**src/rtl/memPkg.sv**
```systemverilog
`default_nettype none

package memPkg;

	// byte address width on every bus
	localparam int ADDR_W = 32;

	// default L1 geometry, same for both caches
	localparam int LINE_WORDS_DEF = 4;
	localparam int LINES_DEF = 16;

	// cache controller states
	// fill walks the line one word per transfer
	// store waits for the single write-through transfer
	typedef enum logic [1:0] {
		IDLE,
		FILL,
		STORE
	} cacheStateE;

endpackage

`default_nettype wire

```
**src/rtl/memIfs.sv**
```systemverilog
`default_nettype none

// core to L1 cache, request held as a level until stall is low
interface coreCacheIf;
	import memPkg::*;

	logic              read;
	logic              write;
	logic [ADDR_W-1:0] addr;
	logic [31:0]       wdata;
	logic [31:0]       rdata;
	logic              stall;

	modport core (output read, write, addr, wdata, input rdata, stall);
	modport cache (input read, write, addr, wdata, output rdata, stall);
endinterface

// L1 cache to memory, req held until a one-cycle ready
interface cacheMemIf;
	import memPkg::*;

	logic              req;
	logic              we;
	logic [ADDR_W-1:0] addr;
	logic [31:0]       wdata;
	logic [31:0]       rdata;
	logic              ready;

	modport cache (output req, we, addr, wdata, input rdata, ready);
	modport mem (input req, we, addr, wdata, output rdata, ready);
endinterface

`default_nettype wire

```
**src/rtl/l1Cache.sv**
```systemverilog
`default_nettype none

module l1Cache #(
	parameter int lineWords = memPkg::LINE_WORDS_DEF,
	parameter int lines = memPkg::LINES_DEF
) (
	input  wire       clk_mem,
	input  wire       rst,
	coreCacheIf.cache core_i,
	cacheMemIf.cache  mem_o,
	output logic      miss_o
);
	import memPkg::*;

	localparam int OFF_W = $clog2(lineWords);
	localparam int IDX_W = $clog2(lines);
	localparam int TAG_LSB = 2 + OFF_W + IDX_W;
	localparam int TAG_W = ADDR_W - TAG_LSB;

	cacheStateE state;
	logic [TAG_W-1:0] tagArr [lines];
	logic [31:0] dataArr [lines][lineWords];
	logic [lines-1:0] validArr;
	logic [OFF_W-1:0] fillCnt;
	logic [TAG_W-1:0] reqTag;
	logic [IDX_W-1:0] reqIdx;
	logic [OFF_W-1:0] reqOff;
	logic hit;

	// address split into tag, line index and word offset
	assign reqTag = core_i.addr[ADDR_W-1:TAG_LSB];
	assign reqIdx = core_i.addr[TAG_LSB-1:2+OFF_W];
	assign reqOff = core_i.addr[2+OFF_W-1:2];
	assign hit = validArr[reqIdx] && (tagArr[reqIdx] == reqTag);

	assign core_i.rdata = dataArr[reqIdx][reqOff];
	assign miss_o = (state == IDLE) && core_i.read && !hit;

	always_comb begin
		case (state)
			IDLE: core_i.stall = core_i.write || (core_i.read && !hit);
			FILL: core_i.stall = 1'b1;
			// released in the ready cycle so the core retires the store there
			STORE: core_i.stall = !mem_o.ready;
			default: core_i.stall = 1'b1;
		endcase
	end

	// refill walks the line from word 0
	assign mem_o.req = (state != IDLE);
	assign mem_o.we = (state == STORE);
	assign mem_o.addr = (state == FILL) ? {reqTag, reqIdx, fillCnt, 2'b00} : core_i.addr;
	assign mem_o.wdata = core_i.wdata;

	always_ff @(posedge clk_mem) begin
		if (rst) begin
			state <= IDLE;
			fillCnt <= '0;
			validArr <= '0;
		end else begin
			case (state)
				IDLE: begin
					fillCnt <= '0;
					if (core_i.write) begin
						state <= STORE;
					end else if (miss_o) begin
						validArr[reqIdx] <= 1'b0;
						state <= FILL;
					end
				end
				FILL: begin
					if (mem_o.ready) begin
						fillCnt <= fillCnt + 1'b1;
						if (fillCnt == OFF_W'(lineWords - 1)) begin
							validArr[reqIdx] <= 1'b1;
							state <= IDLE;
						end
					end
				end
				STORE: begin
					if (mem_o.ready) begin
						state <= IDLE;
					end
				end
				default: state <= IDLE;
			endcase
		end
	end

	// tag and data arrays
	always_ff @(posedge clk_mem) begin
		if (state == FILL && mem_o.ready) begin
			dataArr[reqIdx][fillCnt] <= mem_o.rdata;
			tagArr[reqIdx] <= reqTag;
		end else if (state == STORE && mem_o.ready && hit) begin
			// no write allocate, a miss leaves the array untouched
			dataArr[reqIdx][reqOff] <= core_i.wdata;
		end
	end

endmodule

`default_nettype wire

```
**src/flat_wrapper.sv**
```systemverilog
// flat-port wrapper written by rule: the top's interface ports become plain ports
module l1Cache_flat import memPkg::*;
#(
	parameter int lineWords = memPkg::LINE_WORDS_DEF,
	parameter int lines = memPkg::LINES_DEF
)
  (clk_mem, rst, miss_o, core_i_read, core_i_write, core_i_addr, core_i_wdata, core_i_rdata, core_i_stall, mem_o_req, mem_o_we, mem_o_addr, mem_o_wdata, mem_o_rdata, mem_o_ready);
  coreCacheIf core_i_i ();
  cacheMemIf mem_o_i ();
  input  wire clk_mem;
  input  wire rst;
  output logic miss_o;
  input wire logic [$bits(core_i_i.read)-1:0] core_i_read;
  input wire logic [$bits(core_i_i.write)-1:0] core_i_write;
  input wire logic [$bits(core_i_i.addr)-1:0] core_i_addr;
  input wire logic [$bits(core_i_i.wdata)-1:0] core_i_wdata;
  output wire logic [$bits(core_i_i.rdata)-1:0] core_i_rdata;
  output wire logic [$bits(core_i_i.stall)-1:0] core_i_stall;
  output wire logic [$bits(mem_o_i.req)-1:0] mem_o_req;
  output wire logic [$bits(mem_o_i.we)-1:0] mem_o_we;
  output wire logic [$bits(mem_o_i.addr)-1:0] mem_o_addr;
  output wire logic [$bits(mem_o_i.wdata)-1:0] mem_o_wdata;
  input wire logic [$bits(mem_o_i.rdata)-1:0] mem_o_rdata;
  input wire logic [$bits(mem_o_i.ready)-1:0] mem_o_ready;
  assign core_i_i.read = core_i_read;
  assign core_i_i.write = core_i_write;
  assign core_i_i.addr = core_i_addr;
  assign core_i_i.wdata = core_i_wdata;
  assign core_i_rdata = core_i_i.rdata;
  assign core_i_stall = core_i_i.stall;
  assign mem_o_req = mem_o_i.req;
  assign mem_o_we = mem_o_i.we;
  assign mem_o_addr = mem_o_i.addr;
  assign mem_o_wdata = mem_o_i.wdata;
  assign mem_o_i.rdata = mem_o_rdata;
  assign mem_o_i.ready = mem_o_ready;
  l1Cache #(.lineWords(lineWords), .lines(lines)) u_core (.clk_mem(clk_mem), .rst(rst), .core_i(core_i_i), .mem_o(mem_o_i), .miss_o(miss_o));
endmodule
```
**config.mk**
```make
export PLATFORM = sky130hd
export DESIGN_NAME = l1Cache_flat
export DESIGN_NICKNAME = d
export VERILOG_FILES = /design/src/rtl/memPkg.sv /design/src/rtl/memIfs.sv /design/src/rtl/l1Cache.sv /design/src/flat_wrapper.sv
export SDC_FILE = /design/constraint.sdc
export NUM_CORES = 2
export LEC_CHECK = 0
export BUFFER_PORTS_ARGS = -buffer_cell sky130_fd_sc_hd__buf_2
export CAP_MARGIN = 20
export CORE_AREA = 2 2 466 468
export CTS_CLUSTER_DIAMETER = 40
export DETAILED_ROUTE_END_ITERATION = 12
export DIE_AREA = 0 0 468 470
export PLACE_DENSITY_LB_ADDON = 0.2
export SYNTH_ARGS = -nofsm -noshare
export SYNTH_HDL_FRONTEND = slang
export SYNTH_SLANG_ARGS = --single-unit
```
**constraint.sdc**
```tcl
create_clock -name clk_mem -period 9.55 [get_ports clk_mem]
set_clock_uncertainty 0.1 [all_clocks]
set_input_delay 0.955 -clock clk_mem [delete_from_list [all_inputs] [get_ports clk_mem]]
set_output_delay 0.955 -clock clk_mem [all_outputs]
set_load 0.05 [all_outputs]
```
==> metrics.yaml <==
status: "completed"
grt_max_degree: 159
startpoint: "core_i_addr[5]"
cp.arrival_ns: 5.65
die-area_um2: 220000
rr_worst_depth: 11
min_from: "mem_o_ready"
cts_root_buf: "clkbuf_16"
wl_mm: 254
post-route-drc-count: 0
fin_nets: 4565
setup_violations: 0
vias: 46400
critPathKind: "in -> out"
vdd_ir_drop_max_uv: 140
cts_tree: "built"
grt_use_total_pct: 23.1
r2r_end: "u_core.dataArr[3][112]"
worstSetupStartpointType: "primary input"
p_total_mw: 25.7
finalCriticalPeriod_ns: 6.71
syn_inst: 4062
maxCapViolations: 0
die_w_um: 468
coreArea_um2: 216000
die_h_um: 470
overflow: 0
cts_setup_buffers: 0
final_cell_mix: "edfxtp_1, mux4_2, clkbuf_16"
synthesis.nets: 4167
syn_area_um2: 96300
cpMostUsedCell: "mux4_2"
tns_ns: 0
rrSetupSlack_ns: 3.89
crit_path_end_kind: "output port"
layout_commonest_cell: "edfxtp_1"
avgSynthCellArea_um2: 23.7
p_leak_nw: 35.5
ant_nets: 0
hold_path_depth: 2
postCtsHoldBufs: 0
path_clk_slew_ns: 0.05
fill_cells: 16500
row_count: 171
ios: 201
slowest_stage: "buf_4"
rsz0062_at_grt: "false"
port_buffers: 200
cts_made_buffers: 346
cp.required_ns: 8.50
hold_path_end: "u_core.state[1]"
hp-class: "in -> reg"
drive_gt1_share_pct: 39.4
clk_latency_ns: 0.94
maxSlewViolCount: 0
path_max_fanout: 101
dpl.hpwl_mm: 158
grt_pass1_wl_mm: 358
seq_area_frac_synth_pct: 76.3
antenna_found_initial: 34
timing.rr.start: "u_core.tagArr[6][21]"
tightest_slew_ns: 1.14
clock-sinks: 2452
first_iter_violations: 5309
start_util_pct: 44.6
yosysWarnings: 0
wl_per_cell_um: 33.5
viasPerCell: 6.12
ys.flop_type: "edfxtp_1"
dr.pass1.iters: 9
grt_pass1_vias: 46100
crit_path_max_incr_delay_ns: 0.86
synthArstFlopShare_pct: 0
clockBufferDepth: 4
synth-seq-cells: 2452
synth_edf_count: 2432
slew_headroom_pct: 23.6
place_congestion: 0.815
h-tree-depth: 5
fmax_mhz: 149
yosysUniqueCellTypes: 56
post_cts.resized_instances: 0
area_growth_pct: 17.4
powerDensity_nw_per_um2: 227
worstPathCellList: "buf_8 -> buf_4 -> buf_4 -> mux4_2 -> mux4_2 -> mux4_2 -> buf_2"
fin_crit_sh_pct: 70.2
hold_viol_final: 0
-- per-stage QoR --
step	cell area (µm²)	instances	worst slack (ns)	utilization (%)	hold WS (ns)
5_1_grt	113000	7578	2.70	52.4	0.307
3_3_place_gp	101000	6941	2.31	46.9	0.397
4_1_cts	113000	7571	2.84	52.3	0.249
3_5_place_dp	102000	6961	2.16	47.1	0.399
6_report	113000	7587	2.84	52.4	0.297
2_1_floorplan	96300	4062	3.61	-	0.377
-- state kept, by name, indices dropped and copies added (netlist names), named ones only --
register	cells
u_core.dataArr	2048
u_core.fillCnt	2
u_core.state	2
u_core.tagArr	384
-- how the worst max path moves through the flow --
stage,slack (ns),to
global placement,2.31,u_core.dataArr[5][116]
global route,2.70,core_i_rdata[11]
finish,2.84,core_i_rdata[11]
detailed placement,2.16,u_core.dataArr[5][118]
floorplan,3.61,u_core.dataArr[0][100]
CTS,2.84,core_i_rdata[30]
-- layout make-up --
cell class	instances	area (µm²)	area share, %
multi-input cells	1312	22200	19.6
clock inverters	227	2330	2.06
inverters	13	56.3	0.0498
flip-flops and latches	2452	73400	65.0
well taps	2854	3570	3.16
repair buffers	335	2480	2.20
diodes	11	27.5	0.0244
clock buffers	383	8960	7.92
-- cell families (layout without fill, tap and decap cells) --
family                   Yosys count  in the layout  synth area share (%)
flip-flops                      2452           2452                  76.3
multiplexers                     965            965                  20.0
AND/OR/NAND/NOR                  133            133                 0.658
other                              0             11                     0
buffers and inverters            298            958                  1.58
XOR/XNOR                          29             29                 0.264
AO/OA/AOI/OAI                    181            181                  1.21
adder cells (fa/ha/maj)            4              4                0.0520
-- worst max-delay path: cells and delay by family --
kind	cells	cell delay (ns)
buf+inv	4	2.64
mux	3	1.74
-- report_power, final --
group / switching, mW / internal, mW / total [mW]
logic: 0.897 / 0.454 / 1.35
clock network: 4.79 / 7.66 / 12.5
registers: 0.00341 / 11.8 / 11.8
-- Yosys cell counts (3+ instances only) --
cell	instances	area share, %
a311oi_1	10	0.091
nand2_1	45	0.18
nor3_1	6	0.031
buf_2	30	0.16
and2_1	6	0.039
nor2b_1	10	0.065
mux2_4	12	0.19
buf_6	13	0.15
clkbuf_1	141	0.55
or2_2	4	0.026
o22ai_1	15	0.097
buf_4	71	0.55
o21ai_0	10	0.052
nand3_1	5	0.026
buf_1	30	0.12
mux2i_1	73	0.76
nand2b_1	5	0.032
ha_1	4	0.052
a21oi_1	78	0.41
a211oi_1	10	0.078
edfxtp_1	2432	76
a221oi_1	9	0.082
a31oi_1	13	0.084
mux4_2	745	17
xnor2_1	13	0.12
dfxtp_1	20	0.42
nor2_1	38	0.15
xor2_1	16	0.15
a22o_1	5	0.045
mux2_2	135	1.6
a22oi_1	12	0.094
nand4_1	5	0.032
inv_1	12	0.047
a32oi_1	3	0.027
-- layer usage --
| layer | part of all wire (%) | vias to the layer above | track usage, % | wire [µm] |
|---|---|---|---|---|
| li1 | - | 18400 | - | - |
| met3 | 9.0 | 344 | 4.81 | 22800 |
| met5 | 0.0051 | - | 0 | 13 |
| met2 | 45 | 2121 | 33.8 | 115000 |
| met4 | 2.2 | 2 | 5.76 | 5570 |
| met1 | 43 | 25600 | 35.6 | 110000 |
Power figures use the tool's default switching activity.
