==> src/rtl/memPkg.sv <==
`default_nettype none

package memPkg;

	// byte address width on every bus
	localparam int ADDR_W = 32;

	// default L1 geometry, same for both caches
	localparam int LINE_WORDS_DEF = 4;
	localparam int LINES_DEF = 16;

	// cache controller states
	// fill walks the line one word per transfer
	// store waits for the single write-through transfer
	typedef enum logic [1:0] {
		IDLE,
		FILL,
		STORE
	} cacheStateE;

endpackage

`default_nettype wire

==> src/rtl/cpuPkg.sv <==
`default_nettype none

package cpuPkg;

	// architectural register count, x0 included
	localparam int REG_COUNT = 32;
	localparam int REG_IDX_W = $clog2(REG_COUNT);

	// major opcodes of the supported RV32I subset
	typedef enum logic [6:0] {
		OPC_LUI    = 7'b0110111,
		OPC_OP_IMM = 7'b0010011,
		OPC_OP     = 7'b0110011,
		OPC_LOAD   = 7'b0000011,
		OPC_STORE  = 7'b0100011,
		OPC_BRANCH = 7'b1100011,
		OPC_JAL    = 7'b1101111
	} opcodeE;

	// ALU operations
	// passb forwards operand b, used by LUI
	typedef enum logic [1:0] {
		ALU_ADD,
		ALU_SUB,
		ALU_PASSB
	} aluOpE;

	// funct3 values that tell the two branches apart
	localparam logic [2:0] F3_BEQ = 3'b000;
	localparam logic [2:0] F3_BNE = 3'b001;

endpackage

`default_nettype wire
==> src/rtl/memIfs.sv <==
`default_nettype none

// core to L1 cache, request held as a level until stall is low
interface coreCacheIf;
	import memPkg::*;

	logic              read;
	logic              write;
	logic [ADDR_W-1:0] addr;
	logic [31:0]       wdata;
	logic [31:0]       rdata;
	logic              stall;

	modport core (output read, write, addr, wdata, input rdata, stall);
	modport cache (input read, write, addr, wdata, output rdata, stall);
endinterface


`default_nettype wire

==> src/rtl/rvCore.sv <==
`default_nettype none

module rvCore (
	input  wire        clk_mem,
	input  wire        rst,
	input  wire        enable_i,
	input  wire [31:0] bootPc_i,
	coreCacheIf.core   imem_o,
	coreCacheIf.core   dmem_o
);
	import cpuPkg::*;

	logic [31:0] pc;
	logic [31:0] pcPlus4;
	logic [31:0] nextPc;
	logic [31:0] instr;
	logic [31:0] imm;
	logic [31:0] rs1Val;
	logic [31:0] rs2Val;
	logic [31:0] aluB;
	logic [31:0] aluOut;
	logic [31:0] wbData;
	logic [31:0] regFile [REG_COUNT];
	logic [REG_IDX_W-1:0] rs1Idx;
	logic [REG_IDX_W-1:0] rs2Idx;
	logic [REG_IDX_W-1:0] rdIdx;
	logic [2:0] funct3;
	opcodeE opcode;
	aluOpE aluOp;
	logic useImm;
	logic regWrite;
	logic isLoad;
	logic isStore;
	logic isBranch;
	logic isJal;
	logic brTaken;
	logic advance;

	assign instr = imem_o.rdata;
	assign opcode = opcodeE'(instr[6:0]);
	assign rdIdx = instr[11:7];
	assign funct3 = instr[14:12];
	assign rs1Idx = instr[19:15];
	assign rs2Idx = instr[24:20];

	// decoder, unknown opcodes fall through as a nop
	always_comb begin
		imm = '0;
		aluOp = ALU_ADD;
		useImm = 1'b0;
		regWrite = 1'b0;
		isLoad = 1'b0;
		isStore = 1'b0;
		isBranch = 1'b0;
		isJal = 1'b0;
		case (opcode)
			OPC_LUI: begin
				imm = {instr[31:12], 12'b0};
				aluOp = ALU_PASSB;
				useImm = 1'b1;
				regWrite = 1'b1;
			end
			OPC_OP_IMM, OPC_LOAD: begin
				imm = {{20{instr[31]}}, instr[31:20]};
				useImm = 1'b1;
				regWrite = 1'b1;
				isLoad = (opcode == OPC_LOAD);
			end
			OPC_OP: begin
				aluOp = instr[30] ? ALU_SUB : ALU_ADD;
				regWrite = 1'b1;
			end
			OPC_STORE: begin
				imm = {{20{instr[31]}}, instr[31:25], instr[11:7]};
				useImm = 1'b1;
				isStore = 1'b1;
			end
			OPC_BRANCH: begin
				imm = {{19{instr[31]}}, instr[31], instr[7], instr[30:25], instr[11:8], 1'b0};
				isBranch = 1'b1;
			end
			OPC_JAL: begin
				imm = {{11{instr[31]}}, instr[31], instr[19:12], instr[20], instr[30:21], 1'b0};
				regWrite = 1'b1;
				isJal = 1'b1;
			end
			default: ;
		endcase
	end

	// x0 is never written, so it reads back as zero
	assign rs1Val = regFile[rs1Idx];
	assign rs2Val = regFile[rs2Idx];
	assign aluB = useImm ? imm : rs2Val;

	always_comb begin
		case (aluOp)
			ALU_SUB: aluOut = rs1Val - aluB;
			ALU_PASSB: aluOut = aluB;
			default: aluOut = rs1Val + aluB;
		endcase
	end

	// beq and bne only
	assign brTaken = isBranch && ((funct3 == F3_BEQ && rs1Val == rs2Val)
		|| (funct3 == F3_BNE && rs1Val != rs2Val));
	assign pcPlus4 = pc + 32'd4;
	assign nextPc = (isJal || brTaken) ? pc + imm : pcPlus4;
	assign wbData = isLoad ? dmem_o.rdata : (isJal ? pcPlus4 : aluOut);

	// data side only sees a request once the fetched word is valid
	assign imem_o.read = enable_i;
	assign imem_o.write = 1'b0;
	assign imem_o.addr = pc;
	assign imem_o.wdata = '0;
	assign dmem_o.read = enable_i && !imem_o.stall && isLoad;
	assign dmem_o.write = enable_i && !imem_o.stall && isStore;
	assign dmem_o.addr = aluOut;
	assign dmem_o.wdata = rs2Val;

	assign advance = enable_i && !imem_o.stall && !dmem_o.stall;

	always_ff @(posedge clk_mem) begin
		if (rst) begin
			pc <= '0;
		end else if (!enable_i) begin
			pc <= bootPc_i;
		end else if (advance) begin
			pc <= nextPc;
		end
	end

	always_ff @(posedge clk_mem) begin
		if (rst) begin
			for (int i = 0; i < REG_COUNT; i++) begin
				regFile[i] <= '0;
			end
		end else if (advance && regWrite && rdIdx != '0) begin
			regFile[rdIdx] <= wbData;
		end
	end

endmodule

`default_nettype wire

==> src/flat_wrapper.sv <==
// flat-port wrapper written by rule: the top's interface ports become plain ports
module rvCore_flat import cpuPkg::*;
  (clk_mem, rst, enable_i, bootPc_i, imem_o_read, imem_o_write, imem_o_addr, imem_o_wdata, imem_o_rdata, imem_o_stall, dmem_o_read, dmem_o_write, dmem_o_addr, dmem_o_wdata, dmem_o_rdata, dmem_o_stall);
  coreCacheIf imem_o_i ();
  coreCacheIf dmem_o_i ();
  input  wire clk_mem;
  input  wire rst;
  input  wire enable_i;
  input  wire [31:0] bootPc_i;
  output wire logic [$bits(imem_o_i.read)-1:0] imem_o_read;
  output wire logic [$bits(imem_o_i.write)-1:0] imem_o_write;
  output wire logic [$bits(imem_o_i.addr)-1:0] imem_o_addr;
  output wire logic [$bits(imem_o_i.wdata)-1:0] imem_o_wdata;
  input wire logic [$bits(imem_o_i.rdata)-1:0] imem_o_rdata;
  input wire logic [$bits(imem_o_i.stall)-1:0] imem_o_stall;
  output wire logic [$bits(dmem_o_i.read)-1:0] dmem_o_read;
  output wire logic [$bits(dmem_o_i.write)-1:0] dmem_o_write;
  output wire logic [$bits(dmem_o_i.addr)-1:0] dmem_o_addr;
  output wire logic [$bits(dmem_o_i.wdata)-1:0] dmem_o_wdata;
  input wire logic [$bits(dmem_o_i.rdata)-1:0] dmem_o_rdata;
  input wire logic [$bits(dmem_o_i.stall)-1:0] dmem_o_stall;
  assign imem_o_read = imem_o_i.read;
  assign imem_o_write = imem_o_i.write;
  assign imem_o_addr = imem_o_i.addr;
  assign imem_o_wdata = imem_o_i.wdata;
  assign imem_o_i.rdata = imem_o_rdata;
  assign imem_o_i.stall = imem_o_stall;
  assign dmem_o_read = dmem_o_i.read;
  assign dmem_o_write = dmem_o_i.write;
  assign dmem_o_addr = dmem_o_i.addr;
  assign dmem_o_wdata = dmem_o_i.wdata;
  assign dmem_o_i.rdata = dmem_o_rdata;
  assign dmem_o_i.stall = dmem_o_stall;
  rvCore u_core (.clk_mem(clk_mem), .rst(rst), .enable_i(enable_i), .bootPc_i(bootPc_i), .imem_o(imem_o_i), .dmem_o(dmem_o_i));
endmodule
==> config.mk <==
export PLATFORM = sky130hd
export DESIGN_NAME = rvCore_flat
export DESIGN_NICKNAME = d
export VERILOG_FILES = /design/src/rtl/memPkg.sv /design/src/rtl/cpuPkg.sv /design/src/rtl/memIfs.sv /design/src/rtl/rvCore.sv /design/src/flat_wrapper.sv
export SDC_FILE = /design/constraint.sdc
export NUM_CORES = 2
export LEC_CHECK = 0
export BUFFER_PORTS_ARGS = -buffer_cell sky130_fd_sc_hd__buf_2
export CORE_UTILIZATION = 60
export CTS_CLUSTER_DIAMETER = 60
export DETAILED_ROUTE_END_ITERATION = 8
export HOLD_SLACK_MARGIN = 0.1
export PLACE_DENSITY = 0.78
export RECOVER_POWER = 100
export SLEW_MARGIN = 20
export SYNTH_ARGS = -nofsm -noshare
export SYNTH_HDL_FRONTEND = slang
export SYNTH_SLANG_ARGS = --single-unit
==> constraint.sdc <==
create_clock -name clk_mem -period 11.71 [get_ports clk_mem]
set_input_delay 2.342 -clock clk_mem [delete_from_list [all_inputs] [get_ports clk_mem]]
set_output_delay 2.342 -clock clk_mem [all_outputs]
set_load 0.005 [all_outputs]
==> run summary <==
The multi-input combinational cells in the finished layout cover a total of 0.0281 mm². The register area came out at roughly 0.031 mm². The number of detailed-route iterations in the first pass is 9. Routability-driven placement finished with a final weighted congestion of around 1.0. For this design, the sink count on the clock tree is about 1100. In the synthesized netlist the dominant register cell turns out to be edfxtp_1. The placed instances occupy a cell area of roughly 0.064 mm². The count of buffer and inverter cells on the critical path is 5. The post-synthesis cell area came out at 0.0617 mm². For the worst setup path, the data required time is approximately 12 ns.

For the pin with the worst max-slew slack, the measured transition is about 4.8 ns. For this run, the number of Yosys warnings is 0. The aggregate negative setup slack came out at -23.79 ns. The initial antenna violation count came out at 9.

The H-tree depth came out at 3. Setup repair after global routing left no endpoint under its margin. The worst setup path is captured at a flop. The sequential area share after synthesis came out at 0.508. The detail-routed via count per cell came out at roughly 7.5. The post-synthesis to final-layout area growth is 9.41%. The mean area per synthesized cell came out at 12.6 µm². The worst hold path cell count is 2.

Counting flops and latches in the post-synthesis netlist gives between 1000 and 1500. Counting flops with an async set or reset pin after synthesis yields a share of 0. The count of different cell masters after synthesis came out at approximately 100.

The number of primary I/O pins came out at approximately 230. The worst setup slack after layout is -0.667 ns. In the synthesized netlist, the number of instances is approximately 4900. The post-route clock skew is ~0.033 ns. The count of endpoints failing hold in the final timing report is 0. The detailed-placement wirelength estimate is around 150000 µm. After detailed routing, the number of remaining DRC violations is 1.

The highest clock frequency the design can meet came out at just over 80 MHz. The class of the worst hold path is reg -> reg. The routed wire length is ~240000 µm.

The worst setup path is launched from a primary input. The routed layout has a little under 50000 vias. The cell class contributing the biggest share of worst-path delay is buffers and inverters. Counting I/O delays and the setup requirement, the final critical path takes 12.38 ns.

The number of max-slew violations in the final report is approximately 2700. Once detail routing completed, the nets flagged for antenna violations numbered 0. For this design, the slowest cell found on the critical path is clkbuf_1.

The critical path goes through clkbuf_1, or3_1, clkbuf_1, nor4b_1, clkbuf_1, nand2_2, clkbuf_1, nand2b_1, clkbuf_2. The total congestion overflow came out at 0. Setup violations remaining at the end of the flow were counted as between 60 and 70. The number of global-route vias before repair is 46800. Yosys mapped a number of flops with a built-in enable equal to approximately 1000. The peak per-stage delay on the critical path is 2.73 ns. Measured along the x axis, the die boundary spans 323 µm. The clock passes through at most 3 buffers. For this configuration, the core starts out at a cell density of 0.606. The clock transition at the registers of the reported paths is ~0.060 ns. The worst pin sits at a relative slew slack of -2.26. Among the stages of the critical path, the cell type that occurs most often is clkbuf_1. TritonCTS built the clock tree. Row generation in the floorplan step produced roughly 120 rows.

The flow ran to the end, but the final reports show violations. The standby leakage power came out at 0.0249 µW. The endpoint with the worst hold slack is u_core.imem_o.addr[0]$_SDFFE_PP0P_.

The total die area came out at 0.104 mm². The worst-case IR drop observed on VDD is 0.154 mV. The worst-case register-to-register setup slack is between 2 and 3 ns. In the final layout, the share of cells above drive strength 1 is 0.206. The wire length of the first global-routing pass is about 330000 µm.

Measured along the y axis, the die boundary spans ~320 µm. The highest fanout seen on the critical path is 40. The final design area excluding fillers is just under 0.07 mm².

The layout filler cell count is between 7000 and 8000. The cell area power density is 158 mW/mm². The post-detailed-route wirelength per cell came out at between 30 and 40 µm. The data arrival time of the worst path came out at about 13 ns. The final layout contains 5200 nets. The worst hold path begins at u_core.imem_o.addr[0]$_SDFFE_PP0P_.

The area of the placeable core came out at about 0.1 mm². The number of clock buffers added by TritonCTS is 110. For the worst flop-to-flop path, the logic depth is 29. The number of maximum-capacitance constraint violations came out at just over 100. Across every metal layer, demand over resource in global routing totals 0.452. The detailed router finished its first iteration with about 9000 violations. The checks that failed: DRC, capacitance limit, slew limit, setup timing. Entering global routing, the biggest net connects 79 pins. In the finished design, the share of the clock period the worst path needs comes to 1.06. By startpoint and endpoint, the worst setup path is classified as in -> reg. In this run the critical register-to-register path is launched from u_core.regFile[21][1]$_SDFFCE_PN0P_. The count of buffers added on input and output ports is 199. The endpoint identified for the worst register-to-register timing path is u_core.regFile[1][31]$_SDFFCE_PN0P_. The clock latency at the later pin of the worst-skew pair is between 0.7 and 0.8 ns. Clock tree synthesis selected as its root buffer the cell clkbuf_16.
==> cells by family (layout without fill, tap and decap cells) <==
family	Yosys count	after routing	synth area share
xor+xnor	142	142	0.0201
buf+inv	531	688	0.0437
mux	788	788	0.226
fa+ha+maj	66	66	0.0136
simple gates	1716	1716	0.122
other cells	1	73	0.0000607
flops	1056	1056	0.508
compound gates	608	608	0.0664
==> sequential cells by signal, summed over array words and instances, names as in the netlist <==
register and flops:
u_core.regFile 1024, u_core.imem_o.addr 32
==> tightest hold or removal path, delay by kind of cell, from the launching register on <==
kind            cells  cell delay, ns
compound gates      2            0.17
flops               1            0.34
==> metrics by stage <==
step / util / std cells / total power (µW) / setup WS [ns] / hold WS, ns
2_1_floorplan: - / 4972 / 6030 / 1.49 / 0.521
3_3_place_gp: 0.632 / 6289 / 6960 / -0.105 / 0.522
3_5_place_dp: 0.632 / 6289 / 6980 / -0.00701 / 0.547
4_1_cts: 0.669 / 6497 / 10600 / 0.100 / 0.558
5_1_grt: 0.663 / 6499 / 10800 / 0.0193 / 0.596
6_report: 0.663 / 6505 / 10700 / -0.667 / 0.555
==> cells in the final DEF (no fill, tap or decap), types with 111 or more instances in the layout <==
master	synthesis	final
buf_2	72	130
clkbuf_16	0	113
a22oi_1	111	111
nor2_1	1107	1105
mux2i_1	272	273
mux4_2	446	446
buf_4	66	116
nand2_1	182	167
clkbuf_1	274	175
edfxtp_1	1024	1024
a21oi_1	137	125
==> area by class of cell <==
type | count | share of cell area
sequential | 1056 | 0.465
multi-input combinational | 3385 | 0.416
clock buffer | 133 | 0.0430
timing repair buffer | 431 | 0.0364
tap | 1368 | 0.0253
clock inverter | 75 | 0.0120
inverter | 49 | 0.00272
antenna | 8 | 0.000296
==> power breakdown <==
part | total, µW | leakage, µW | internal, µW | switching [µW]
registers | 4380 | 0.0108 | 4280 | 96.9
clock network | 3660 | 0.00179 | 2070 | 1590
logic | 2620 | 0.0123 | 764 | 1850
total | 10700 | 0.0249 | 7110 | 3540
==> repair_timing <==
action	4_1_cts	5_1_grt
resized for setup	1	8
endpoints found under the setup margin	1	1
setup buffers	0	0
hold buffers	0	0
==> synthesized netlist by cell type, types with 10 or more instances <==
| cell type | instances | area, µm² |
|---|---|---|
| nor2_1 | 1107 | 4160 |
| edfxtp_1 | 1024 | 30700 |
| mux4_2 | 446 | 10000 |
| clkbuf_1 | 274 | 1030 |
| mux2i_1 | 272 | 2720 |
| nand2_1 | 182 | 683 |
| a21oi_1 | 137 | 686 |
| a22oi_1 | 111 | 833 |
| xnor2_1 | 88 | 771 |
| nand3_1 | 85 | 425 |
| o21ai_0 | 77 | 385 |
| buf_2 | 72 | 360 |
| buf_4 | 66 | 495 |
| ha_1 | 64 | 801 |
| nor2b_1 | 62 | 388 |
| xor2_1 | 54 | 473 |
| inv_1 | 49 | 184 |
| mux2_2 | 44 | 495 |
| nand2b_1 | 44 | 275 |
| o22ai_1 | 42 | 263 |
| nand4_1 | 37 | 231 |
| a31oi_1 | 36 | 225 |
| nor3_1 | 36 | 180 |
| nor2_2 | 33 | 206 |
| dfxtp_1 | 32 | 641 |
| a21o_1 | 31 | 233 |
| o21a_1 | 30 | 225 |
| buf_1 | 29 | 109 |
| buf_6 | 26 | 293 |
| mux4_1 | 24 | 631 |
| and2_1 | 18 | 113 |
| and3_1 | 17 | 106 |
| nor4_1 | 15 | 93.8 |
| a22o_1 | 14 | 123 |
| o21bai_1 | 14 | 105 |
| a211oi_1 | 13 | 97.6 |
| o31ai_1 | 13 | 97.6 |
| o31a_1 | 12 | 105 |
| or3_1 | 12 | 75.1 |
| or2_2 | 10 | 62.6 |
==> per-layer routing <==
layer,vias up,track usage,wire (µm)
met2,5422,0.646,98600
li1,18800,-,-
met3,1462,0.204,44600
met4,10,0.336,22600
met1,23400,0.539,71500
met5,-,0,264
==> worst max path at each step <==
stage | slack, ns | startpoint | cells after the start | to
after floorplan | 1.49 | imem_o_rdata[21] | 28 | dmem_o_addr[31]
after global routing | 0.02 | imem_o_rdata[21] | 29 | dmem_o_addr[31]
after detailed placement | -0.007 | imem_o_rdata[24] | 25 | dmem_o_addr[31]
final | -0.67 | rst | 9 | u_core.regFile[13][26]$_SDFFCE_PN0P_
after CTS | 0.10 | imem_o_rdata[24] | 25 | dmem_o_addr[31]
after global placement | -0.11 | imem_o_rdata[24] | 25 | dmem_o_addr[31]
Note: power is estimated with default switching activity, not from simulation.
