### config.mk
export PLATFORM = sky130hd
export DESIGN_NAME = memArbiter_flat
export DESIGN_NICKNAME = d
export VERILOG_FILES = /design/src/rtl/memPkg.sv /design/src/rtl/memIfs.sv /design/src/rtl/memArbiter.sv /design/src/flat_wrapper.sv
export SDC_FILE = /design/constraint.sdc
export NUM_CORES = 1
export LEC_CHECK = 0
export BUFFER_PORTS_ARGS = -buffer_cell sky130_fd_sc_hd__buf_2
export CAP_MARGIN = 40
export CELL_PAD_IN_SITES_DETAIL_PLACEMENT = 0
export CELL_PAD_IN_SITES_GLOBAL_PLACEMENT = 1
export CORE_AREA = 3 3 114 116
export CTS_CLUSTER_SIZE = 20
export DETAILED_ROUTE_END_ITERATION = 10
export DIE_AREA = 0 0 117 119
export PLACE_DENSITY = 0.72
export SLEW_MARGIN = 10
export SYNTH_ARGS = -nofsm -noshare
export SYNTH_HDL_FRONTEND = slang
export SYNTH_SLANG_ARGS = --single-unit
### constraint.sdc
create_clock -name clk_mem -period 1.46 [get_ports clk_mem]
set_clock_uncertainty 0.15 [all_clocks]
set_input_delay 0.146 -clock clk_mem [delete_from_list [all_inputs] [get_ports clk_mem]]
set_output_delay 0.146 -clock clk_mem [all_outputs]
set_load 0.02 [all_outputs]
### src/rtl/memPkg.sv
`default_nettype none

package memPkg;

	// byte address width on every bus
	localparam int ADDR_W = 32;

	// default L1 geometry, same for both caches
	localparam int LINE_WORDS_DEF = 4;
	localparam int LINES_DEF = 16;

	// cache controller states
	// fill walks the line one word per transfer
	// store waits for the single write-through transfer
	typedef enum logic [1:0] {
		IDLE,
		FILL,
		STORE
	} cacheStateE;

endpackage

`default_nettype wire

### src/rtl/memIfs.sv
`default_nettype none


// L1 cache to memory, req held until a one-cycle ready
interface cacheMemIf;
	import memPkg::*;

	logic              req;
	logic              we;
	logic [ADDR_W-1:0] addr;
	logic [31:0]       wdata;
	logic [31:0]       rdata;
	logic              ready;

	modport cache (output req, we, addr, wdata, input rdata, ready);
	modport mem (input req, we, addr, wdata, output rdata, ready);
endinterface

`default_nettype wire

### src/rtl/memArbiter.sv
`default_nettype none

module memArbiter (
	input  wire                        clk_mem,
	input  wire                        rst,
	cacheMemIf.mem                     iSide_i,
	cacheMemIf.mem                     dSide_i,
	output logic                       memRead_o,
	output logic                       memWrite_o,
	output logic [memPkg::ADDR_W-1:0]  memAddr_o,
	output logic [31:0]                memWData_o,
	input  wire  [31:0]                memRData_i,
	input  wire                        memReady_i
);

	logic locked;
	logic ownerD;
	logic ownerReq;
	logic grantD;
	logic active;
	logic grantWe;

	// owner keeps the port while its req stays up, covering a whole refill
	assign ownerReq = ownerD ? dSide_i.req : iSide_i.req;
	// otherwise data side first
	assign grantD = (locked && ownerReq) ? ownerD : dSide_i.req;
	assign active = grantD ? dSide_i.req : iSide_i.req;
	assign grantWe = grantD ? dSide_i.we : iSide_i.we;

	assign memRead_o = active && !grantWe;
	assign memWrite_o = active && grantWe;
	assign memAddr_o = grantD ? dSide_i.addr : iSide_i.addr;
	assign memWData_o = grantD ? dSide_i.wdata : iSide_i.wdata;

	// response goes back to the granted side only
	assign iSide_i.ready = memReady_i && active && !grantD;
	assign dSide_i.ready = memReady_i && active && grantD;
	assign iSide_i.rdata = grantD ? '0 : memRData_i;
	assign dSide_i.rdata = grantD ? memRData_i : '0;

	always_ff @(posedge clk_mem) begin
		if (rst) begin
			locked <= 1'b0;
			ownerD <= 1'b0;
		end else begin
			locked <= active;
			ownerD <= grantD;
		end
	end

endmodule

`default_nettype wire

### src/flat_wrapper.sv
// flat-port wrapper written by rule: the top's interface ports become plain ports
module memArbiter_flat 
  (clk_mem, rst, memRead_o, memWrite_o, memAddr_o, memWData_o, memRData_i, memReady_i, iSide_i_req, iSide_i_we, iSide_i_addr, iSide_i_wdata, iSide_i_rdata, iSide_i_ready, dSide_i_req, dSide_i_we, dSide_i_addr, dSide_i_wdata, dSide_i_rdata, dSide_i_ready);
  cacheMemIf iSide_i_i ();
  cacheMemIf dSide_i_i ();
  input  wire clk_mem;
  input  wire rst;
  output logic memRead_o;
  output logic memWrite_o;
  output logic [memPkg::ADDR_W-1:0] memAddr_o;
  output logic [31:0] memWData_o;
  input  wire  [31:0] memRData_i;
  input  wire memReady_i;
  input wire logic [$bits(iSide_i_i.req)-1:0] iSide_i_req;
  input wire logic [$bits(iSide_i_i.we)-1:0] iSide_i_we;
  input wire logic [$bits(iSide_i_i.addr)-1:0] iSide_i_addr;
  input wire logic [$bits(iSide_i_i.wdata)-1:0] iSide_i_wdata;
  output wire logic [$bits(iSide_i_i.rdata)-1:0] iSide_i_rdata;
  output wire logic [$bits(iSide_i_i.ready)-1:0] iSide_i_ready;
  input wire logic [$bits(dSide_i_i.req)-1:0] dSide_i_req;
  input wire logic [$bits(dSide_i_i.we)-1:0] dSide_i_we;
  input wire logic [$bits(dSide_i_i.addr)-1:0] dSide_i_addr;
  input wire logic [$bits(dSide_i_i.wdata)-1:0] dSide_i_wdata;
  output wire logic [$bits(dSide_i_i.rdata)-1:0] dSide_i_rdata;
  output wire logic [$bits(dSide_i_i.ready)-1:0] dSide_i_ready;
  assign iSide_i_i.req = iSide_i_req;
  assign iSide_i_i.we = iSide_i_we;
  assign iSide_i_i.addr = iSide_i_addr;
  assign iSide_i_i.wdata = iSide_i_wdata;
  assign iSide_i_rdata = iSide_i_i.rdata;
  assign iSide_i_ready = iSide_i_i.ready;
  assign dSide_i_i.req = dSide_i_req;
  assign dSide_i_i.we = dSide_i_we;
  assign dSide_i_i.addr = dSide_i_addr;
  assign dSide_i_i.wdata = dSide_i_wdata;
  assign dSide_i_rdata = dSide_i_i.rdata;
  assign dSide_i_ready = dSide_i_i.ready;
  memArbiter u_core (.clk_mem(clk_mem), .rst(rst), .iSide_i(iSide_i_i), .dSide_i(dSide_i_i), .memRead_o(memRead_o), .memWrite_o(memWrite_o), .memAddr_o(memAddr_o), .memWData_o(memWData_o), .memRData_i(memRData_i), .memReady_i(memReady_i));
endmodule
==> tab_implementation.tex, run 1 <==
\begin{tabular}{lr}
\hline
Metric & Value \\
\hline
\multicolumn{2}{l}{\textbf{Routing}} \\
Number of search-and-repair iterations in the first detailed-routing pass & 4 \\
Remaining antenna violation count after routing & 0 \\
DRC violations left & 0 \\
Violation count after the first detailed-route iteration & 63 \\
Total number of vias & 2,517 \\
Wire length per cell after detailed routing & 17.7 µm \\
Drt total wl & 10,800 µm \\
Length of routed met3 wiring & 975 µm \\
Highest Signal Layer & met4 \\
Drt via density & 4.13 \\
Metal-1 WL & 4160 µm \\
Length of routed met2 wiring & 5640 µm \\
\multicolumn{2}{l}{\textbf{Final layout}} \\
Multi-input logic area & 0.00139 mm² \\
Area of all sequential standard cells & 42.5 µm² \\
Number of antenna repair diodes & 0 \\
Total number of nets in the final design & 632 \\
Proportion of layout cells with a drive suffix above 1 & 89.2\% \\
Commonest non-fill, non-tap cells in the layout & 237 x buf\_2, 57 x buf\_6, 36 x mux2\_2 \\
Most common library cell in the layout ignoring fill and taps & buf\_2 \\
Area growth from synthesis to final layout & 179\% \\
Post-route insts no fill & 610 \\
Final standard cell utilization of the core & 32.3\% \\
Final-layout fill cell count & 1,257 \\
\multicolumn{2}{l}{\textbf{Floorplanning}} \\
Placeable core area & 0.0120 mm² \\
Total die area & 0.0139 mm² \\
Initial standard-cell utilization of the core & 11.6\% \\
Width of the chip & 117 µm \\
Cell Rows & 40 \\
Y dimension of the die & 119 µm \\
Io pins & 299 \\
\multicolumn{2}{l}{\textbf{Worst setup path}} \\
R2R cell count & 6 \\
Required time of the worst setup path & 1.16 ns \\
CP arrival & 1.57 ns \\
Origin of the critical flop-to-flop path & u\_core.ownerD \\
Startpoint class of the critical path & register \\
Launching element of the worst setup path & u\_core.ownerD \\
Worst reg-to-reg setup slack & 0.14 ns \\
Critical-path maximum fanout & 22 \\
CP Class & register to primary output \\
Worst setup EP type & primary output \\
Worst r2r dst & u\_core.ownerD \\
\multicolumn{2}{l}{\textbf{Placement}} \\
Count of port buffers added during placement & 298 \\
Placed Cells incl. Taps & 594 \\
HPWL Detailed & 8080 µm \\
Placer congestion estimate & 0.798 \\
\multicolumn{2}{l}{\textbf{Outcome}} \\
Outcome & complete, but fails checks \\
Violated checks & negative setup slack \\
\multicolumn{2}{l}{\textbf{Synthesis}} \\
Number of distinct library cells after synthesis & 16 \\
Combined area of all synthesized cells & 0.00139 mm² \\
Flops \& latches, synth & 2 \\
Warning count from the yosys run & 0 \\
Post-synthesis area per instance & 8.68 µm² \\
Synthesized net count & 327 \\
Gate count after technology mapping & 160 \\
Sequential cell area fraction in the yosys report & 2.88\% \\
\multicolumn{2}{l}{\textbf{Global routing}} \\
Largest net degree at the start of global routing & 35 \\
Number of antenna violations at the first check in global routing & 0 \\
Remaining global-route overflow & 0 \\
Via count of the first global-routing pass & 2,456 \\
Wire length of the first global-routing pass & 13,700 µm \\
Gr usage total & 12.7\% \\
\multicolumn{2}{l}{\textbf{STA}} \\
Slew at the pin closest to its max-slew limit & 0.352 ns \\
Final TNS setup & -39.50 ns \\
Worst slew margin & 76.5\% \\
Final period utilization & 128\% \\
Total count of hold-check failures in the final report & 0 \\
Final worst path period need & 1.87 ns \\
Final Setup Violations & 132 \\
Count of final max-slew check failures & 0 \\
Max Clock Freq & 536 MHz \\
Final worst setup slack & -0.406 ns \\
Setup repair after global routing missed its margin & yes \\
\multicolumn{2}{l}{\textbf{Min path}} \\
Kind of path behind the tightest hold check & primary input to register \\
Hold\_sp & iSide\_i\_req \\
Hold Path Sink & u\_core.locked \\
Depth of the worst hold-timing path & 4 \\
\multicolumn{2}{l}{\textbf{Power}} \\
VDD IR max & 335 µV \\
Total chip power & 0.00214 W \\
LEAKAGE & 2.28 nW \\
Power density over the cells & 552 mW/mm² \\
\multicolumn{2}{l}{\textbf{Clock network}} \\
Clock tree root buffer cell & clkbuf\_16 \\
Clock sinks & 2 \\
H-tree levels & 1 \\
Number of buffers between clock root and the deepest sink & 2 \\
Clock transition at the registers of the reported paths & 0.03 ns \\
Number of buffers created by CTS & 3 \\
CTS tree & yes \\
Clk Latency, worst-skew pair & 0.22 ns \\
\multicolumn{2}{l}{\textbf{Job}} \\
Max Cap Viol & 0 \\
\hline
\end{tabular}
## critical path, stage by stage (launching register included)
cell and delay [ns]:
dfxtp_2 0.30, nand3b_4 0.18, nand2_8 0.15, buf_16 0.19, mux2_2 0.35, buf_2 0.16
## what timing repair did
action / CTS / global route
resized for setup: 61 / 122
endpoints found under the hold margin: 2 / 0
pin swaps: 0 / 26
gates cloned: 4 / 2
setup endpoints to repair: 132 / 132
buffers inserted: 5 / 2
hold buffers: 1 / 0
## per-layer routing
| metal | vias up | GRT usage, % |
|---|---|---|
| li1 | 1180 | - |
| met1 | 1174 | 15.8 |
| met2 | 161 | 23.9 |
| met3 | 2 | 1.42 |
| met4 | 0 | 1.51 |
| met5 | - | 0 |
## synthesized netlist by cell type
cell	count	area, µm²
nand3b_4	1	20.0
mux2_2	64	721
buf_2	1	5.00
nor2_1	3	11.3
a32o_1	1	10.0
and2_1	32	200
inv_1	1	3.75
and3_1	34	213
dfxtp_1	2	40.0
buf_6	9	101
o2bb2ai_1	1	8.76
nor2b_1	1	6.26
nand2_4	1	11.3
clkbuf_1	7	26.3
and2_0	1	6.26
o21ai_0	1	5.00
## cells by family after synthesis
| group | share of synthesized area (%) |
|---|---|
| AND/OR/NAND/NOR | 33.7 |
| flip-flops | 2.88 |
| buffers and inverters | 9.82 |
| AO/OA/AOI/OAI | 1.71 |
| multiplexers | 51.9 |
## worst max path at each step
stage	endpoint	cells after the start
detailed placement	memAddr_o[3]	5
CTS	memWData_o[8]	6
global placement	memAddr_o[3]	5
global route	memWData_o[6]	5
floorplan	memAddr_o[31]	4
finish	memAddr_o[27]	5
## where the power goes
group	switching (W)	total, W	leakage (nW)	internal, W
sequential	0.00000272	0.0000621	0.0171	0.0000594
combinational	0.000800	0.00167	2.23	0.000873
clock	0.0000574	0.000405	0.0370	0.000348
total	0.000860	0.00214	2.28	0.00128
## cell type report
cell class              count  share of cell area (%)
repair buffers            317                    56.3
multi-input cells         140                    35.9
well taps                 147                    4.74
clock buffers               3                    1.93
flip-flops and latches      2                    1.10
inverters                   1                  0.0967
## metrics by stage
stage          worst slack [ns]  cell area [µm²]  hold slack, ns
2_1_floorplan           0.00937             1390          0.0684
3_3_place_gp             -0.203             3000           0.175
3_5_place_dp             -0.230             3000           0.181
4_1_cts                  -0.445             3460           0.159
5_1_grt                  -0.468             3880           0.198
6_report                 -0.406             3880           0.150
## flip-flops by register name (all words and copies together) (netlist names)
register / cells
u_core.locked: 1
u_core.ownerD: 1
(Power assumes the default switching activity.)
==> run 2: changes to the inputs <==
--- a/config.mk
+++ b/config.mk
@@ -5,15 +5,17 @@
 export SDC_FILE = /design/constraint.sdc
 export NUM_CORES = 1
 export LEC_CHECK = 0
+export ABC_AREA = 1
 export BUFFER_PORTS_ARGS = -buffer_cell sky130_fd_sc_hd__buf_2
 export CAP_MARGIN = 40
 export CELL_PAD_IN_SITES_DETAIL_PLACEMENT = 0
 export CELL_PAD_IN_SITES_GLOBAL_PLACEMENT = 1
-export CORE_AREA = 3 3 114 116
+export CORE_ASPECT_RATIO = 1.75
+export CORE_MARGIN = 3
+export CORE_UTILIZATION = 11
 export CTS_CLUSTER_SIZE = 20
 export DETAILED_ROUTE_END_ITERATION = 10
-export DIE_AREA = 0 0 117 119
-export PLACE_DENSITY = 0.72
+export PLACE_DENSITY = 0.8
 export SLEW_MARGIN = 10
 export SYNTH_ARGS = -nofsm -noshare
 export SYNTH_HDL_FRONTEND = slang
==> run 2 against run 1 <==
- the run still ends with negative setup slack left
- setup slack gained 0.17 ns
- non-clock buffer count grew 8
- flip-flop and latch count is the same
- via count grew 19%
==> tab_implementation.tex, run 2 <==
\begin{tabular}{lr}
\hline
Metric & Value \\
\hline
\multicolumn{2}{l}{\textbf{Outcome}} \\
Outcome & complete, but fails checks \\
Violated checks & negative setup slack \\
\multicolumn{2}{l}{\textbf{Final layout}} \\
Number of antenna repair diodes & 0 (unchanged) \\
Area growth from synthesis to final layout & 180\% \\
Final standard cell utilization of the core & 31.9\% (-0.42 points) \\
Total number of nets in the final design & 807 (+28\%) \\
Leading registers by flop count & u\_core.locked (1), u\_core.ownerD (1) \\
Most common library cell in the layout ignoring fill and taps & nand2\_1 \\
Proportion of layout cells with a drive suffix above 1 & 55.5\% (-34 points) \\
Layout Cell Area excl Fill & 0.00389 mm² (+0.26\%) \\
Commonest non-fill, non-tap cells in the layout & 195 x nand2\_1, 189 x buf\_2, 87 x buf\_4 \\
\multicolumn{2}{l}{\textbf{Synthesis}} \\
Post-synth top area share & 53.0\% (+1.1 points) \\
Number of distinct library cells after synthesis & 13 (-3) \\
Combined area of all synthesized cells & 0.00139 mm² (about the same) \\
Post-synthesis area per instance & 4.19 µm² (-52\%) \\
Number of flops mapped to enable cells by yosys & 0 (unchanged) \\
Async set-or-reset flop fraction in the synthesized netlist & 0\% (unchanged) \\
Largest area contributor in the synthesized netlist & nand2\_1 \\
Most instantiated cells after synthesis & 196 x nand2\_1, 60 x nor2\_1, 36 x inv\_1 \\
Most frequent cell after synthesis & nand2\_1 \\
Area contributors post-synth & nand2\_1 53\%, nor2\_1 16\%, inv\_1 9.7\% \\
Most common flop cell mapped by yosys & dfxtp\_1 \\
Flops \& latches, synth & 2 (unchanged) \\
Sequential cell area fraction in the yosys report & 2.89\% (about the same) \\
Synthesized net count & 498 (+52\%) \\
Warning count from the yosys run & 0 (unchanged) \\
Gate count after technology mapping & 331 (+110\%) \\
\multicolumn{2}{l}{\textbf{Clock network}} \\
Clock tree root buffer cell & clkbuf\_16 \\
H-tree levels & 1 (unchanged) \\
Number of buffers between clock root and the deepest sink & 2 (unchanged) \\
Number of buffers created by CTS & 3 (unchanged) \\
Clock sinks & 2 (unchanged) \\
Clk Latency, worst-skew pair & 0.22 ns (about the same) \\
CTS tree & yes \\
Clock transition at the registers of the reported paths & 0.03 ns (about the same) \\
\multicolumn{2}{l}{\textbf{Global routing}} \\
Largest net degree at the start of global routing & 26 (-26\%) \\
Via count of the first global-routing pass & 2,866 (+17\%) \\
Gr usage total & 12.8\% (+0.021 points) \\
Remaining global-route overflow & 0 (unchanged) \\
Number of antenna violations at the first check in global routing & 0 (unchanged) \\
Wire length of the first global-routing pass & 14,500 µm (+5.9\%) \\
\multicolumn{2}{l}{\textbf{Worst setup path}} \\
CP cell instances & inv\_1, nand3\_2, nand2\_4, inv\_6, buf\_12, buf\_6, nor2\_1, buf\_4 \\
Launching element of the worst setup path & u\_core.ownerD \\
Critical path buffers and inverters & 5 (+3) \\
Largest stage delay on the critical path & 0.28 ns (-0.07 ns) \\
Critical-path cell with the highest stage delay & dfxtp\_1 \\
Critical-path maximum fanout & 8 (-64\%) \\
Startpoint class of the critical path & register \\
Required time of the worst setup path & 1.16 ns (about the same) \\
CP Class & register to primary output \\
Worst setup EP type & primary output \\
CP arrival & 1.40 ns (-0.17 ns) \\
Kind of cell adding the most delay to the critical path & buffers and inverters \\
Origin of the critical flop-to-flop path & u\_core.ownerD \\
\multicolumn{2}{l}{\textbf{Routing}} \\
Remaining antenna violation count after routing & 0 (unchanged) \\
Number of search-and-repair iterations in the first detailed-routing pass & 4 (unchanged) \\
Drt total wl & 10,200 µm (-5.8\%) \\
Drt via density & 3.73 (-9.6\%) \\
DRC violations left & 0 (unchanged) \\
Wire length per cell after detailed routing & 12.7 µm (-28\%) \\
Total number of vias & 2,996 (+19\%) \\
Violation count after the first detailed-route iteration & 83 (+32\%) \\
\multicolumn{2}{l}{\textbf{STA}} \\
Worst slew margin & 83.3\% (+6.7 points) \\
Slew at the pin closest to its max-slew limit & 0.250 ns (-0.102 ns) \\
Final TNS setup & -20.02 ns (+19.48 ns) \\
Final Setup Violations & 132 (unchanged) \\
Total count of hold-check failures in the final report & 0 (unchanged) \\
Final worst path period need & 1.70 ns (-0.168 ns) \\
Max Clock Freq & 589 MHz (+9.9\%) \\
Setup repair after global routing missed its margin & yes \\
Final worst setup slack & -0.238 ns (+0.168 ns) \\
Count of final max-slew check failures & 0 (unchanged) \\
Final period utilization & 116\% (-11 points) \\
\multicolumn{2}{l}{\textbf{Min path}} \\
Hold\_sp & iSide\_i\_req \\
Kind of path behind the tightest hold check & primary input to register \\
\multicolumn{2}{l}{\textbf{Placement}} \\
Total placed instance area & 0.00315 mm² (+5.1\%) \\
Placer congestion estimate & 0.873 (+9.3\%) \\
HPWL Detailed & 7760 µm (-4.0\%) \\
Count of port buffers added during placement & 298 (unchanged) \\
\multicolumn{2}{l}{\textbf{Power}} \\
Total net switching power & 0.000951 W (+11\%) \\
Fraction of power consumed by combinational cells & 77.9\% (-0.3 points) \\
VDD IR max & 511 µV (+52\%) \\
Share of total power in sequential cells & 2.8\% (about the same) \\
Cell internal power dissipation & 0.00118 W (-7.8\%) \\
Share of total power in the clock network & 19.3\% (+0.4 points) \\
Power density over the cells & 548 mW/mm² (-0.65\%) \\
Net switching share of the total power & 44.6\% (+4.4 points) \\
LEAKAGE & 2.53 nW (+11\%) \\
\multicolumn{2}{l}{\textbf{Floorplanning}} \\
Initial standard-cell utilization of the core & 11.4\% (-0.19 points) \\
Total die area & 0.0141 mm² (+0.92\%) \\
Y dimension of the die & 155 µm (+30\%) \\
Io pins & 299 (unchanged) \\
Width of the chip & 90.9 µm (-22\%) \\
Cell Rows & 53 (+33\%) \\
Placeable core area & 0.0122 mm² (+1.6\%) \\
\multicolumn{2}{l}{\textbf{Job}} \\
Max Cap Viol & 0 (unchanged) \\
\hline
\end{tabular}
## run 2: changes by cell type after synthesis, sizes merged, moves of 11 or more
cell / previous run / this run
and2: 33 / 0
nor2: 3 / 70
and3: 34 / 0
mux2: 64 / 0
buf: 10 / 21
nand2: 1 / 197
inv: 1 / 37
## run 2: kinds of logic after synthesis
family	after synthesis	synth area share [%]
buffers and inverters	58	21.1
DFF	2	2.89
and+or+nand+nor	271	76.0
## run 2: what timing repair did
action                                  4_1_cts  5_1_grt
setup buffers                                 2        0
endpoints found under the setup margin      132      132
hold endpoints to repair                      2        0
pin swaps                                     1        1
hold buffers                                  1        0
cloned                                        3        2
gates resized for setup                     131       42
## run 2: power groups by stage
stage / Sequential (W) / Clock (W) / Combinational, W
final: 0.0000596 / 0.000411 / 0.00166
after global routing: 0.0000597 / 0.000428 / 0.00179
after CTS: 0.0000597 / 0.000421 / 0.00159
after detailed placement: 0.0000604 / 0 / 0.00135
after global placement: 0.0000604 / 0 / 0.00135
after floorplan: 0.0000602 / 0 / 0.000746
## run 2: worst paths after layout
kind / slack, ns / cells past startpoint / end
worst min register to register: 0.75 / 5 / u_core.ownerD
worst max register to register: 0.31 / 6 / u_core.ownerD
worst max-delay path: -0.24 / 8 / iSide_i_rdata[24]
worst min-delay path: 0.22 / 4 / u_core.locked
## run 2: cell type report
cell class | count | area (µm²)
timing repair buffer | 325 | 2290
multi-input combinational | 271 | 1130
fill | 1371 | 8310
inverter | 37 | 144
tap | 165 | 206
clock buffer | 3 | 75.1
sequential | 2 | 40.0
## run 2: worst reg2reg max path, cell delays in order (launching register included)
cell	delay, ns
dfxtp_1	0.28
inv_1	0.05
nand3_2	0.08
nand2_4	0.12
buf_12	0.16
buf_4	0.15
nor2_1	0.04
## run 2: routing by layer
metal	up-vias	wire length, µm	GRT usage [%]
met5	-	0	0
li1	1559	-	-
met4	0	147	2.66
met2	182	5470	25.6
met1	1241	3650	12.9
met3	14	926	3.36
## run 2: stage by stage
step,hold slack [ns],setup slack (ns),power [W],instances
after floorplan,0.0684,0.0130,0.000806,331
after global placement,0.172,-0.0248,0.00141,792
after detailed placement,0.180,-0.0299,0.00141,792
after CTS,0.237,-0.238,0.00208,801
after global routing,0.262,-0.311,0.00228,803
final,0.217,-0.238,0.00213,803
